### src/status_pkg.sv
`default_nettype none

package status_pkg;

  // --------------------------------------------------
  // Stream widths
  // --------------------------------------------------

  // 10G MAC side data path
  localparam int DATA_W = 64;
  // One enable per byte lane
  localparam int KEEP_W = DATA_W / 8;

  typedef logic [DATA_W-1:0] data_t;
  typedef logic [KEEP_W-1:0] keep_t;

  // Front panel LED word
  typedef logic [7:0] led_t;

  // Wrapping event count, frames and lock losses
  typedef logic [7:0] count_t;

  // --------------------------------------------------
  // Timing constants
  // --------------------------------------------------

  // Idle beats before the switch may arbitrate again
  localparam int IDLE_CYCLES = 8;
  // Wide enough to hold IDLE_CYCLES when saturated
  localparam int IDLE_CNT_W = 4;

  // Lock samples needed to qualify a rising edge
  localparam int LOCK_HISTORY = 10;

  // Watchdog period is 2**WD_WIDTH cycles, short for simulation
  localparam int WD_WIDTH = 8;
  // Ignored low bits, pulse is 2**WD_LOW_BITS cycles wide
  localparam int WD_LOW_BITS = 2;

  // Flops in the lock synchronizer
  localparam int SYNC_STAGES = 2;

  // LED source select
  typedef enum logic {
    LED_LIVE   = 1'b0,
    LED_COUNTS = 1'b1
  } led_mode_e;

endpackage

`default_nettype wire

### src/status_ifs.sv
`default_nettype none

// --------------------------------------------------
// Stream monitor results
// --------------------------------------------------

interface stream_status_if;

  // One cycle pulse after the first accepted beat of a frame
  logic sop;
  // High between first and last accepted beat
  logic in_frame;
  // Arbitration suppress request to the stream switch
  logic suppress;
  // Frames seen since reset, wraps
  status_pkg::count_t frame_count;

  // Stream monitor drives everything
  modport mon (
    output sop,
    output in_frame,
    output suppress,
    output frame_count
  );

  // LED driver only looks
  modport led (
    input sop,
    input in_frame,
    input suppress,
    input frame_count
  );

endinterface

// --------------------------------------------------
// Link monitor results
// --------------------------------------------------

interface link_status_if;

  // Block lock after the synchronizer
  logic link_up;
  // Active low reset pulse on a qualified lock rise
  logic link_rst_n;
  // Active low watchdog reset while lock stays low
  logic wd_rst_n;
  // Falling edges of link_up since reset, wraps
  status_pkg::count_t loss_count;

  modport mon (
    output link_up,
    output link_rst_n,
    output wd_rst_n,
    output loss_count
  );

  modport led (
    input link_up,
    input link_rst_n,
    input wd_rst_n,
    input loss_count
  );

endinterface

`default_nettype wire

### src/link_health_monitor.sv
`default_nettype none

module link_health_monitor (
  input  logic       clk,
  input  logic       s_axis_aresetn,
  input  logic       rx_block_lock_i,
  input  logic       disable_wd_i,
  link_status_if.mon status
);

  // Lock synchronizer chain, oldest sample at the top
  logic [status_pkg::SYNC_STAGES-1:0]  sync_q;
  logic                                link_up;
  // Previous link_up for loss detection
  logic                                link_up_q;

  // Recent link_up samples, newest in bit 0
  logic [status_pkg::LOCK_HISTORY-1:0] history;
  logic                                hist_zero;
  logic                                hist_ones;
  // Qualified rising edge of the lock
  logic                                edge_hit;

  // Low signal watchdog
  logic [status_pkg::WD_WIDTH-1:0]     wd_cnt;
  logic                                wd_match;

  // --------------------------------------------------
  // Lock synchronizer
  // --------------------------------------------------

  // rx_block_lock_i comes from the GT recovered clock
  always_ff @(posedge clk) begin
    if (!s_axis_aresetn) begin
      sync_q <= '0;
    end else begin
      sync_q <= {sync_q[status_pkg::SYNC_STAGES-2:0], rx_block_lock_i};
    end
  end

  assign link_up        = sync_q[status_pkg::SYNC_STAGES-1];
  assign status.link_up = link_up;

  // --------------------------------------------------
  // Edge reset pulse
  // --------------------------------------------------

  assign hist_zero = ~|history;
  assign hist_ones = &history;
  // Rise after a full window of low samples
  // Short glitches leave ones in the window and are ignored
  assign edge_hit  = status.link_rst_n & hist_zero & link_up;

  always_ff @(posedge clk) begin
    if (!s_axis_aresetn) begin
      history           <= '0;
      status.link_rst_n <= 1'b1;
    end else begin
      // Edge sample is dropped from the window, release then needs
      // LOCK_HISTORY high samples taken while the reset is held
      history <= {history[status_pkg::LOCK_HISTORY-2:0], link_up & ~edge_hit};

      if (edge_hit) begin
        status.link_rst_n <= 1'b0;
      end else if (!status.link_rst_n && hist_ones && link_up) begin
        status.link_rst_n <= 1'b1;
      end
    end
  end

  // --------------------------------------------------
  // Watchdog
  // --------------------------------------------------

  // Match on the upper bits only, stretches the pulse
  assign wd_match = ~|wd_cnt[status_pkg::WD_WIDTH-1:status_pkg::WD_LOW_BITS];

  always_ff @(posedge clk) begin
    if (!s_axis_aresetn) begin
      wd_cnt          <= '1;
      status.wd_rst_n <= 1'b1;
    end else if (disable_wd_i) begin
      // Parked at max, no pulses
      wd_cnt          <= '1;
      status.wd_rst_n <= 1'b1;
    end else begin
      // Good link keeps reloading, lost link counts down and wraps
      if (link_up) begin
        wd_cnt <= '1;
      end else begin
        wd_cnt <= wd_cnt - 1'b1;
      end
      status.wd_rst_n <= ~wd_match;
    end
  end

  // --------------------------------------------------
  // Loss counter
  // --------------------------------------------------

  always_ff @(posedge clk) begin
    if (!s_axis_aresetn) begin
      link_up_q         <= 1'b0;
      status.loss_count <= '0;
    end else begin
      link_up_q <= link_up;
      // One count per falling edge
      if (link_up_q && !link_up) begin
        status.loss_count <= status.loss_count + 1'b1;
      end
    end
  end

endmodule

`default_nettype wire

### src/link_status_top.sv
`default_nettype none

module link_status_top (
  input  logic                  clk,
  input  logic                  s_axis_aresetn,

  // Slave stream from the MAC
  input  status_pkg::data_t     s_axis_tdata_i,
  input  status_pkg::keep_t     s_axis_tkeep_i,
  input  logic                  s_axis_tvalid_i,
  input  logic                  s_axis_tlast_i,
  output logic                  s_axis_tready_o,

  // Master stream towards the switch
  output status_pkg::data_t     m_axis_tdata_o,
  output status_pkg::keep_t     m_axis_tkeep_o,
  output logic                  m_axis_tvalid_o,
  output logic                  m_axis_tlast_o,
  input  logic                  m_axis_tready_i,

  // Link and LED controls
  input  logic                  rx_block_lock_i,
  input  logic                  disable_wd_i,
  input  status_pkg::led_mode_e led_mode_i,
  input  logic [1:0]            led_gpio_i,

  // Status
  output status_pkg::led_t      led_o,
  output logic                  sop_o,
  output logic                  req_suppress_o,
  output logic                  link_rst_n_o,
  output logic                  wd_rst_n_o
);

  stream_status_if stream_if ();
  link_status_if   link_if ();

  // --------------------------------------------------
  // Stream pass-through
  // --------------------------------------------------

  // Data flow is untouched, only the control flags are tapped
  assign m_axis_tdata_o  = s_axis_tdata_i;
  assign m_axis_tkeep_o  = s_axis_tkeep_i;
  assign m_axis_tvalid_o = s_axis_tvalid_i;
  assign m_axis_tlast_o  = s_axis_tlast_i;
  assign s_axis_tready_o = m_axis_tready_i;

  // --------------------------------------------------
  // Monitors
  // --------------------------------------------------

  // tready taken from the master side, the real acceptance point
  stream_activity_monitor u_stream_mon (
    .clk            (clk),
    .s_axis_aresetn (s_axis_aresetn),
    .tvalid_i       (s_axis_tvalid_i),
    .tready_i       (m_axis_tready_i),
    .tlast_i        (s_axis_tlast_i),
    .status         (stream_if.mon)
  );

  link_health_monitor u_link_mon (
    .clk             (clk),
    .s_axis_aresetn  (s_axis_aresetn),
    .rx_block_lock_i (rx_block_lock_i),
    .disable_wd_i    (disable_wd_i),
    .status          (link_if.mon)
  );

  status_led_driver u_led (
    .clk            (clk),
    .s_axis_aresetn (s_axis_aresetn),
    .led_mode_i     (led_mode_i),
    .led_gpio_i     (led_gpio_i),
    .stream         (stream_if.led),
    .link           (link_if.led),
    .led_o          (led_o)
  );

  // Flat status ports for the block design
  assign sop_o          = stream_if.sop;
  assign req_suppress_o = stream_if.suppress;
  assign link_rst_n_o   = link_if.link_rst_n;
  assign wd_rst_n_o     = link_if.wd_rst_n;

endmodule

`default_nettype wire

### src/status_led_driver.sv
`default_nettype none

module status_led_driver (
  input  logic                  clk,
  input  logic                  s_axis_aresetn,
  input  status_pkg::led_mode_e led_mode_i,
  input  logic [1:0]            led_gpio_i,
  stream_status_if.led          stream,
  link_status_if.led            link,
  output status_pkg::led_t      led_o
);

  // Word selected for the next cycle
  status_pkg::led_t led_next;

  // --------------------------------------------------
  // Source select
  // --------------------------------------------------

  always_comb begin
    case (led_mode_i)
      status_pkg::LED_COUNTS: begin
        // Losses on the upper nibble, frames on the lower
        led_next = {link.loss_count[3:0], stream.frame_count[3:0]};
      end
      status_pkg::LED_LIVE: begin
        // Bit 7 always lit, shows the board is configured
        // Reset bits are shown active high
        led_next = {1'b1,
                    stream.suppress,
                    stream.in_frame,
                    ~link.link_rst_n,
                    ~link.wd_rst_n,
                    led_gpio_i,
                    link.link_up};
      end
      default: begin
        led_next = '0;
      end
    endcase
  end

  // --------------------------------------------------
  // Output register
  // --------------------------------------------------

  // Registered so the pads see a clean level
  always_ff @(posedge clk) begin
    if (!s_axis_aresetn) begin
      led_o <= '0;
    end else begin
      led_o <= led_next;
    end
  end

endmodule

`default_nettype wire

### src/stream_activity_monitor.sv
`default_nettype none

module stream_activity_monitor (
  input  logic         clk,
  input  logic         s_axis_aresetn,
  input  logic         tvalid_i,
  input  logic         tready_i,
  input  logic         tlast_i,
  stream_status_if.mon status
);

  // Beat handshake
  logic                              accept;
  // Accepted beat that opens a frame
  logic                              first_beat;

  // Consecutive tvalid low cycles, saturates at IDLE_CYCLES
  logic [status_pkg::IDLE_CNT_W-1:0] idle_cnt;
  // Current idle cycle is the last one needed
  logic                              idle_last;
  // Counter has reached its ceiling
  logic                              idle_full;

  // --------------------------------------------------
  // Frame boundaries
  // --------------------------------------------------

  // Only observed, the monitor never touches tready
  assign accept     = tvalid_i & tready_i;
  assign first_beat = accept & ~status.in_frame;

  always_ff @(posedge clk) begin
    if (!s_axis_aresetn) begin
      status.sop         <= 1'b0;
      status.in_frame    <= 1'b0;
      status.frame_count <= '0;
    end else begin
      // Stalled first beat is not accepted, so no pulse yet
      status.sop <= first_beat;

      // Single beat frame leaves in_frame low
      if (accept) begin
        status.in_frame <= ~tlast_i;
      end

      // Count moves together with sop
      if (first_beat) begin
        status.frame_count <= status.frame_count + 1'b1;
      end
    end
  end

  // --------------------------------------------------
  // Arbitration suppress
  // --------------------------------------------------

  // Idle cycle number IDLE_CYCLES sees IDLE_CYCLES-1 already counted
  assign idle_last = ~tvalid_i &
                     (idle_cnt == status_pkg::IDLE_CNT_W'(status_pkg::IDLE_CYCLES - 1));
  assign idle_full = (idle_cnt == status_pkg::IDLE_CNT_W'(status_pkg::IDLE_CYCLES));

  always_ff @(posedge clk) begin
    if (!s_axis_aresetn) begin
      idle_cnt <= '0;
    end else if (tvalid_i) begin
      // Any valid beat restarts the idle run, accepted or not
      idle_cnt <= '0;
    end else if (!idle_full) begin
      idle_cnt <= idle_cnt + 1'b1;
    end
  end

  // Set on tvalid, held through back-pressure
  // Cleared only once a full idle run has been seen
  always_ff @(posedge clk) begin
    if (!s_axis_aresetn) begin
      status.suppress <= 1'b0;
    end else if (tvalid_i) begin
      status.suppress <= 1'b1;
    end else if (idle_last) begin
      status.suppress <= 1'b0;
    end
  end

endmodule

`default_nettype wire

### config.mk
export PLATFORM = sky130hd
export DESIGN_NAME = link_status_top
export DESIGN_NICKNAME = d
export VERILOG_FILES = /design/src/status_pkg.sv /design/src/status_ifs.sv /design/src/link_health_monitor.sv /design/src/link_status_top.sv /design/src/status_led_driver.sv /design/src/stream_activity_monitor.sv
export SDC_FILE = /design/constraint.sdc
export NUM_CORES = 1
export LEC_CHECK = 0
export ABC_CLOCK_PERIOD_IN_PS = 1600
export BUFFER_PORTS_ARGS = -buffer_cell sky130_fd_sc_hd__clkbuf_2
export CAP_MARGIN = 5
export CORE_MARGIN = 2
export CORE_UTILIZATION = 31
export DETAILED_ROUTE_END_ITERATION = 10
export RECOVER_POWER = 100
export SYNTH_ARGS = -nofsm -noshare
export SYNTH_HDL_FRONTEND = slang
export SYNTH_SLANG_ARGS = --single-unit
### constraint.sdc
create_clock -name clk -period 1.6 [get_ports clk]
set_clock_uncertainty 0.15 [all_clocks]
set_input_delay 0.32 -clock clk [delete_from_list [all_inputs] [get_ports clk]]
set_output_delay 0.32 -clock clk [all_outputs]
set_load 0.01 [all_outputs]
==> impl_metrics.tcl, run 1 <==
set metrics [dict create \
    synthXorXnorAreaFrac_pct 3.51 \
    synthFlopType "dfxtp_1" \
    place_hpwl_mm 2.41 \
    status "finished clean" \
    rsz0062_at_grt "false" \
    first_pass_iters 4 \
    nets 290 \
    yosys.area_share.simple_pct 18.0 \
    synthMuxAreaShare_pct 3.57 \
    p_leak_nw 0.796 \
    drive_gt1_share_pct 9.31 \
    insertion_delay_ns 0.29 \
    finalSetupTns_ns 0 \
    port_buffers 24 \
    crit_type "reg -> reg" \
    ys_seq_area_share_pct 41.0 \
    drc 0 \
    synth_cells 244 \
    initial_utilization_pct 31.5 \
    htreeDepth 2 \
    detail_route.vias_per_cell 4.30 \
    syn-num-nets 331 \
    tritoncts.num_buffers 5 \
    die_h_um 89.1 \
    nFillCells 790 \
    n_antenna_cell 0 \
    period_minus_slack_ns 1.46 \
    grt_pass1_wl_mm 5.24 \
    slowest_delay_ns 0.39 \
    core_area_um2 7140 \
    fmaxAchievable_mhz 683 \
    yosys-top-cells-area "dfxtp_1 41%, buf_4 25%, and2_1 3.6%, mux2i_1 3.6%, nor2_1 3.3%" \
    grt_start_max_net_pins 19 \
    power_density_nw_per_um2 1040 \
    drt_wl_total_mm 3.41 \
    clock_sinks 46 \
    grt.overflow.total 0 \
    worstPathRequired_ns 1.63 \
    min_path_type "in -> reg" \
    synth_edf_count 0 \
    cts_resized 0 \
    antenna_found_initial 0 \
    hold_viol 0 \
    ys_types 30 \
    avgSynthCellArea_um2 9.20 \
    area_growth_pct -9.64 \
    synth_compound_area_share_pct 4.29 \
    synth_top_area_cell "dfxtp_1" \
    die-area_um2 7940 \
    wl_per_cell_um 11.2 \
    tightest_slew_ns 0.750 \
    syn-cell-area_um2 2240 \
    cp_data_arrival_time_ns 1.49 \
    ant_nets 0 \
    synth.most_common_cell "buf_4" \
    max-vdd-ir-drop_mv 0.313 \
    ys_warn_count 0 \
    ys_ff_latch 46 \
    setup.worst_path.end_class "flop" \
    post_cts_buffers 0 \
    synth.top_cells.by_count "75 x buf_4, 46 x dfxtp_1, 20 x nor2_1" \
    synth-async-reset-ratio_pct 0 \
    rows 31 \
    worstPathCellList "nor4_1 -> nand2b_1 -> or4_1" \
    synth_top_family_by_area "buffers and inverters" \
    yosys.area.top_type_share_pct 41.0 \
    gp_congestion 0.790 \
    clockBufferDepth 2 \
    ioPinCount 169 \
    worst_path_max_delay_cell "or4_1" \
    maxCapViolCount 0 \
    post-route-period-util_pct 91.5 \
    root_buffer "clkbuf_8" \
    die_x_um 89.1 \
    cts_tree "built" \
    worst-path-max-fanout 4 \
    grt_pass1_vias 1218 \
    setup_viol 0 \
    postCtsHoldBufs 0 \
    yosys.area_share.adder_pct 2.79 \
    drtIter0Drc 25 \
    worstSetupStartpointType "flop" \
    slew_violations 0 \
    grt_use_total_pct 8.75 \
    total_power_mw 2.11 \
    relSlewSlack_pct 50.0 \
    path_clk_slew_ns 0.08 \
    via_count 1302 \
]
[state kept, by name, summed over array words and instances, names as in the netlist]
signal / cells
u_stream_mon.status.suppress: 1
u_link_mon.wd_cnt: 8
u_link_mon.history: 10
u_link_mon.status.link_rst_n: 1
u_link_mon.status.wd_rst_n: 1
u_link_mon.link_up_q: 1
u_stream_mon.idle_cnt: 4
u_link_mon.sync_q: 2
u_stream_mon.status.frame_count: 4
u_link_mon.status.loss_count: 4
u_stream_mon.status.in_frame: 1
u_led.led_o: 8
u_stream_mon.status.sop: 1
[cell families after synthesis]
| family | count (synthesis) |
|---|---|
| flops | 46 |
| fa+ha+maj | 5 |
| compound gates | 17 |
| xor+xnor | 9 |
| buf+inv | 85 |
| mux | 8 |
| simple gates | 74 |
[worst max-delay path: cells and delay by family, from the launching register on]
kind | cells | cell delay (ns)
DFF | 1 | 0.34
and+or+nand+nor | 3 | 0.85
[path summary, 6_finish.rpt]
check,startpoint,endpoint,slack [ns],cells after the start
setup reg to reg,u_link_mon.wd_cnt[3]$_SDFF_PP1_,u_link_mon.status.wd_rst_n$_SDFF_PP1_,0.14,3
hold / removal,disable_wd_i,u_link_mon.status.wd_rst_n$_SDFF_PP1_,0.09,2
setup / recovery,u_link_mon.wd_cnt[3]$_SDFF_PP1_,u_link_mon.status.wd_rst_n$_SDFF_PP1_,0.14,3
hold reg to reg,u_link_mon.sync_q[0]$_SDFF_PN0_,u_link_mon.sync_q[1]$_SDFF_PN0_,0.29,1
[where the power goes]
| group | total [mW] | internal [mW] | switching [mW] |
|---|---|---|---|
| logic | 0.114 | 0.0468 | 0.0668 |
| registers | 1.19 | 1.17 | 0.0188 |
| clock network | 0.804 | 0.436 | 0.368 |
| total | 2.11 | 1.65 | 0.453 |
[through the flow]
stage                     std cells  setup WS [ns]  cell area [µm²]  util [%]  hold WS (ns)
final                           303          0.137             2030      28.4        0.0923
after global routing            303         0.0653             2030      28.4        0.0881
after CTS                       303          0.149             2070      29.0        0.0821
after detailed placement        295          0.179             1960      27.5         0.273
after global placement          295          0.191             1960      27.5         0.267
after floorplan                 244          0.188             2240         -         0.253
[cell type report]
cell class | count | area, µm² | area share (%)
sequential | 46 | 921 | 45.4
multi-input combinational | 113 | 716 | 35.3
timing repair buffer | 31 | 135 | 6.66
clock buffer | 8 | 110 | 5.43
inverter | 6 | 22.5 | 1.11
tap | 99 | 124 | 6.11
[metal layers]
| layer | GRT usage, % | share of wire [%] | vias up |
|---|---|---|---|
| met3 | 4.34 | 9.0 | 10 |
| met4 | 5.56 | 2.1 | 0 |
| met1 | 9.81 | 45 | 601 |
| li1 | - | - | 644 |
| met5 | 0 | 0 | - |
| met2 | 13.2 | 44 | 47 |
[cell usage in the layout, fill, tap and decap left out]
cell type	instances
a21oi_1	10
a311oi_1	1
and2_0	4
and2_1	9
and3_1	2
buf_4	2
clkbuf_1	20
clkbuf_2	9
clkbuf_8	8
dfxtp_1	46
ha_1	5
inv_1	6
mux2i_1	8
nand2_1	6
nand2b_1	4
nand3_1	7
nand3b_1	5
nand4_1	2
nand4b_1	1
nor2_1	20
nor3_1	5
nor3b_1	1
nor4_1	2
nor4b_1	1
o21ai_0	4
o31ai_1	1
o32a_1	1
or3_1	3
or4_1	2
xnor2_1	4
xor2_1	5
No activity file was read; power rests on OpenSTA's default activity.
==> inputs of run 2 (changes only) <==
- CTS_BUF_LIST: not set -> sky130_fd_sc_hd__clkbuf_4
- CTS_CLUSTER_DIAMETER: not set -> 50
==> impl_metrics.tcl, run 2 (same netlist as run 1, synthesis figures left out) <==
set metrics [dict create \
    initial_utilization_pct 31.5 \
    relSlewSlack_pct 49.6 \
    worst_path_max_delay_cell "or4_1" \
    drt_wl_total_mm 3.38 \
    worstSetupStartpointType "flop" \
    root_buffer "clkbuf_4" \
    final_cell_mix "46 x dfxtp_1, 21 x clkbuf_1, 20 x nor2_1" \
    wl_per_cell_um 11.2 \
    hold_viol 0 \
    die_h_um 89.1 \
    regToRegStartpoint "u_link_mon.wd_cnt[3]$_SDFF_PP1_" \
    rsz0062_at_grt "false" \
    rrSetupSlack_ns 0.13 \
    drc 0 \
    max-vdd-ir-drop_mv 0.268 \
    die_x_um 89.1 \
    drtIter0Drc 25 \
    crit_end "u_link_mon.status.wd_rst_n$_SDFF_PP1_" \
    tritoncts.num_buffers 5 \
    pre_cts_ws_ns 0.179 \
    setup.worst_path.end_class "flop" \
    setup_viol 0 \
    maxCapViolCount 0 \
    worstHoldStart "disable_wd_i" \
    port_buffers 24 \
    drive_gt1_share_pct 7.35 \
    reg2reg_depth 3 \
    top_regs "u_link_mon.history: 10 flops, u_led.led_o: 8 flops, u_link_mon.wd_cnt: 8 flops" \
    area_growth_pct -12.5 \
    slew_violations 0 \
    cts_tree "built" \
    final_common_cell "dfxtp_1" \
    core_area_um2 7140 \
    ant_nets 0 \
    finalSetupTns_ns 0 \
    top_register "u_link_mon.history" \
    fmaxAchievable_mhz 681 \
    cp_data_arrival_time_ns 1.55 \
    reg2reg_to "u_link_mon.status.wd_rst_n$_SDFF_PP1_" \
    grt_pass1_wl_mm 5.22 \
    min_path_type "in -> reg" \
    insertion_delay_ns 0.34 \
    worstPathCellList "nor4_1 -> nand2b_1 -> or4_1" \
    gp_congestion 0.790 \
    detail_route.vias_per_cell 4.31 \
    grt_pass1_vias 1223 \
    clock_sinks 46 \
    worstPathRequired_ns 1.68 \
    power_density_nw_per_um2 917 \
    first_pass_iters 4 \
    p_leak_nw 0.763 \
    n_antenna_cell 0 \
    worst-path-max-fanout 4 \
    cts_resized 0 \
    largest_reg_flops 10 \
    ioPinCount 169 \
    grt_use_total_pct 8.70 \
    grt.overflow.total 0 \
    fin_ws_ns 0.131 \
    via_count 1305 \
    die-area_um2 7940 \
    postCtsHoldBufs 0 \
    nets 290 \
    antenna_found_initial 0 \
    status "finished clean" \
    slowest_delay_ns 0.39 \
    crit_type "reg -> reg" \
    grt_start_max_net_pins 19 \
    period_minus_slack_ns 1.47 \
    rows 31 \
    clockBufferDepth 2 \
    post-route-period-util_pct 91.8 \
    post_cts_buffers 0 \
    htreeDepth 2 \
    startpoint "u_link_mon.wd_cnt[3]$_SDFF_PP1_" \
    tightest_slew_ns 0.755 \
    path_clk_slew_ns 0.12 \
    place_hpwl_mm 2.41 \
]
-- run 2: worst max-delay path: cells and delay by family, from the launching register on --
| family | cells | cell delay, ns |
|---|---|---|
| AND/OR/NAND/NOR | 3 | 0.85 |
| flip-flops | 1 | 0.36 |
-- run 2: how the worst min path moves through the flow --
stage / to / slack, ns / cells after the start
final: u_link_mon.status.wd_rst_n$_SDFF_PP1_ / 0.04 / 2
after global routing: u_link_mon.status.wd_rst_n$_SDFF_PP1_ / 0.01 / 2
after CTS: u_stream_mon.status.in_frame$_SDFFE_PN0P_ / 0.01 / 2
after detailed placement: u_link_mon.sync_q[1]$_SDFF_PN0_ / 0.27 / 1
after global placement: u_link_mon.sync_q[1]$_SDFF_PN0_ / 0.27 / 1
after floorplan: u_link_mon.wd_cnt[0]$_SDFF_PP1_ / 0.25 / 1
-- run 2: routing by layer --
layer / vias up / wire [µm] / global-route usage, %
li1: 643 / - / -
met1: 603 / 1510 / 9.70
met2: 49 / 1500 / 13.2
met3: 10 / 317 / 4.43
met4: 0 / 62 / 5.29
met5: - / 0 / 0
-- run 2: power breakdown --
part | switching, mW | internal [mW] | total [mW] | leakage, nW
Combinational | 0.0669 | 0.0456 | 0.113 | 0.361
Clock | 0.341 | 0.157 | 0.498 | 0.0277
Sequential | 0.0188 | 1.17 | 1.19 | 0.374
Total | 0.427 | 1.37 | 1.80 | 0.763
-- run 2: layout make-up --
cell class              count  area, µm²
clock inverters             3       11.3
clock buffers               5       37.5
multi-input cells         113        716
well taps                  99        124
flip-flops and latches     46        921
inverters                   6       22.5
repair buffers             31        131
fillers                   796       5170
-- run 2: stage by stage --
step	hold slack, ns	area, µm²	total power, mW	util (%)	cells
2_1_floorplan	0.253	2240	1.47	-	244
3_3_place_gp	0.267	1960	1.34	27.5	295
3_5_place_dp	0.273	1960	1.34	27.5	295
4_1_cts	0.0126	2010	1.84	28.2	303
5_1_grt	0.0100	1960	1.90	27.5	303
6_report	0.0379	1960	1.80	27.5	303
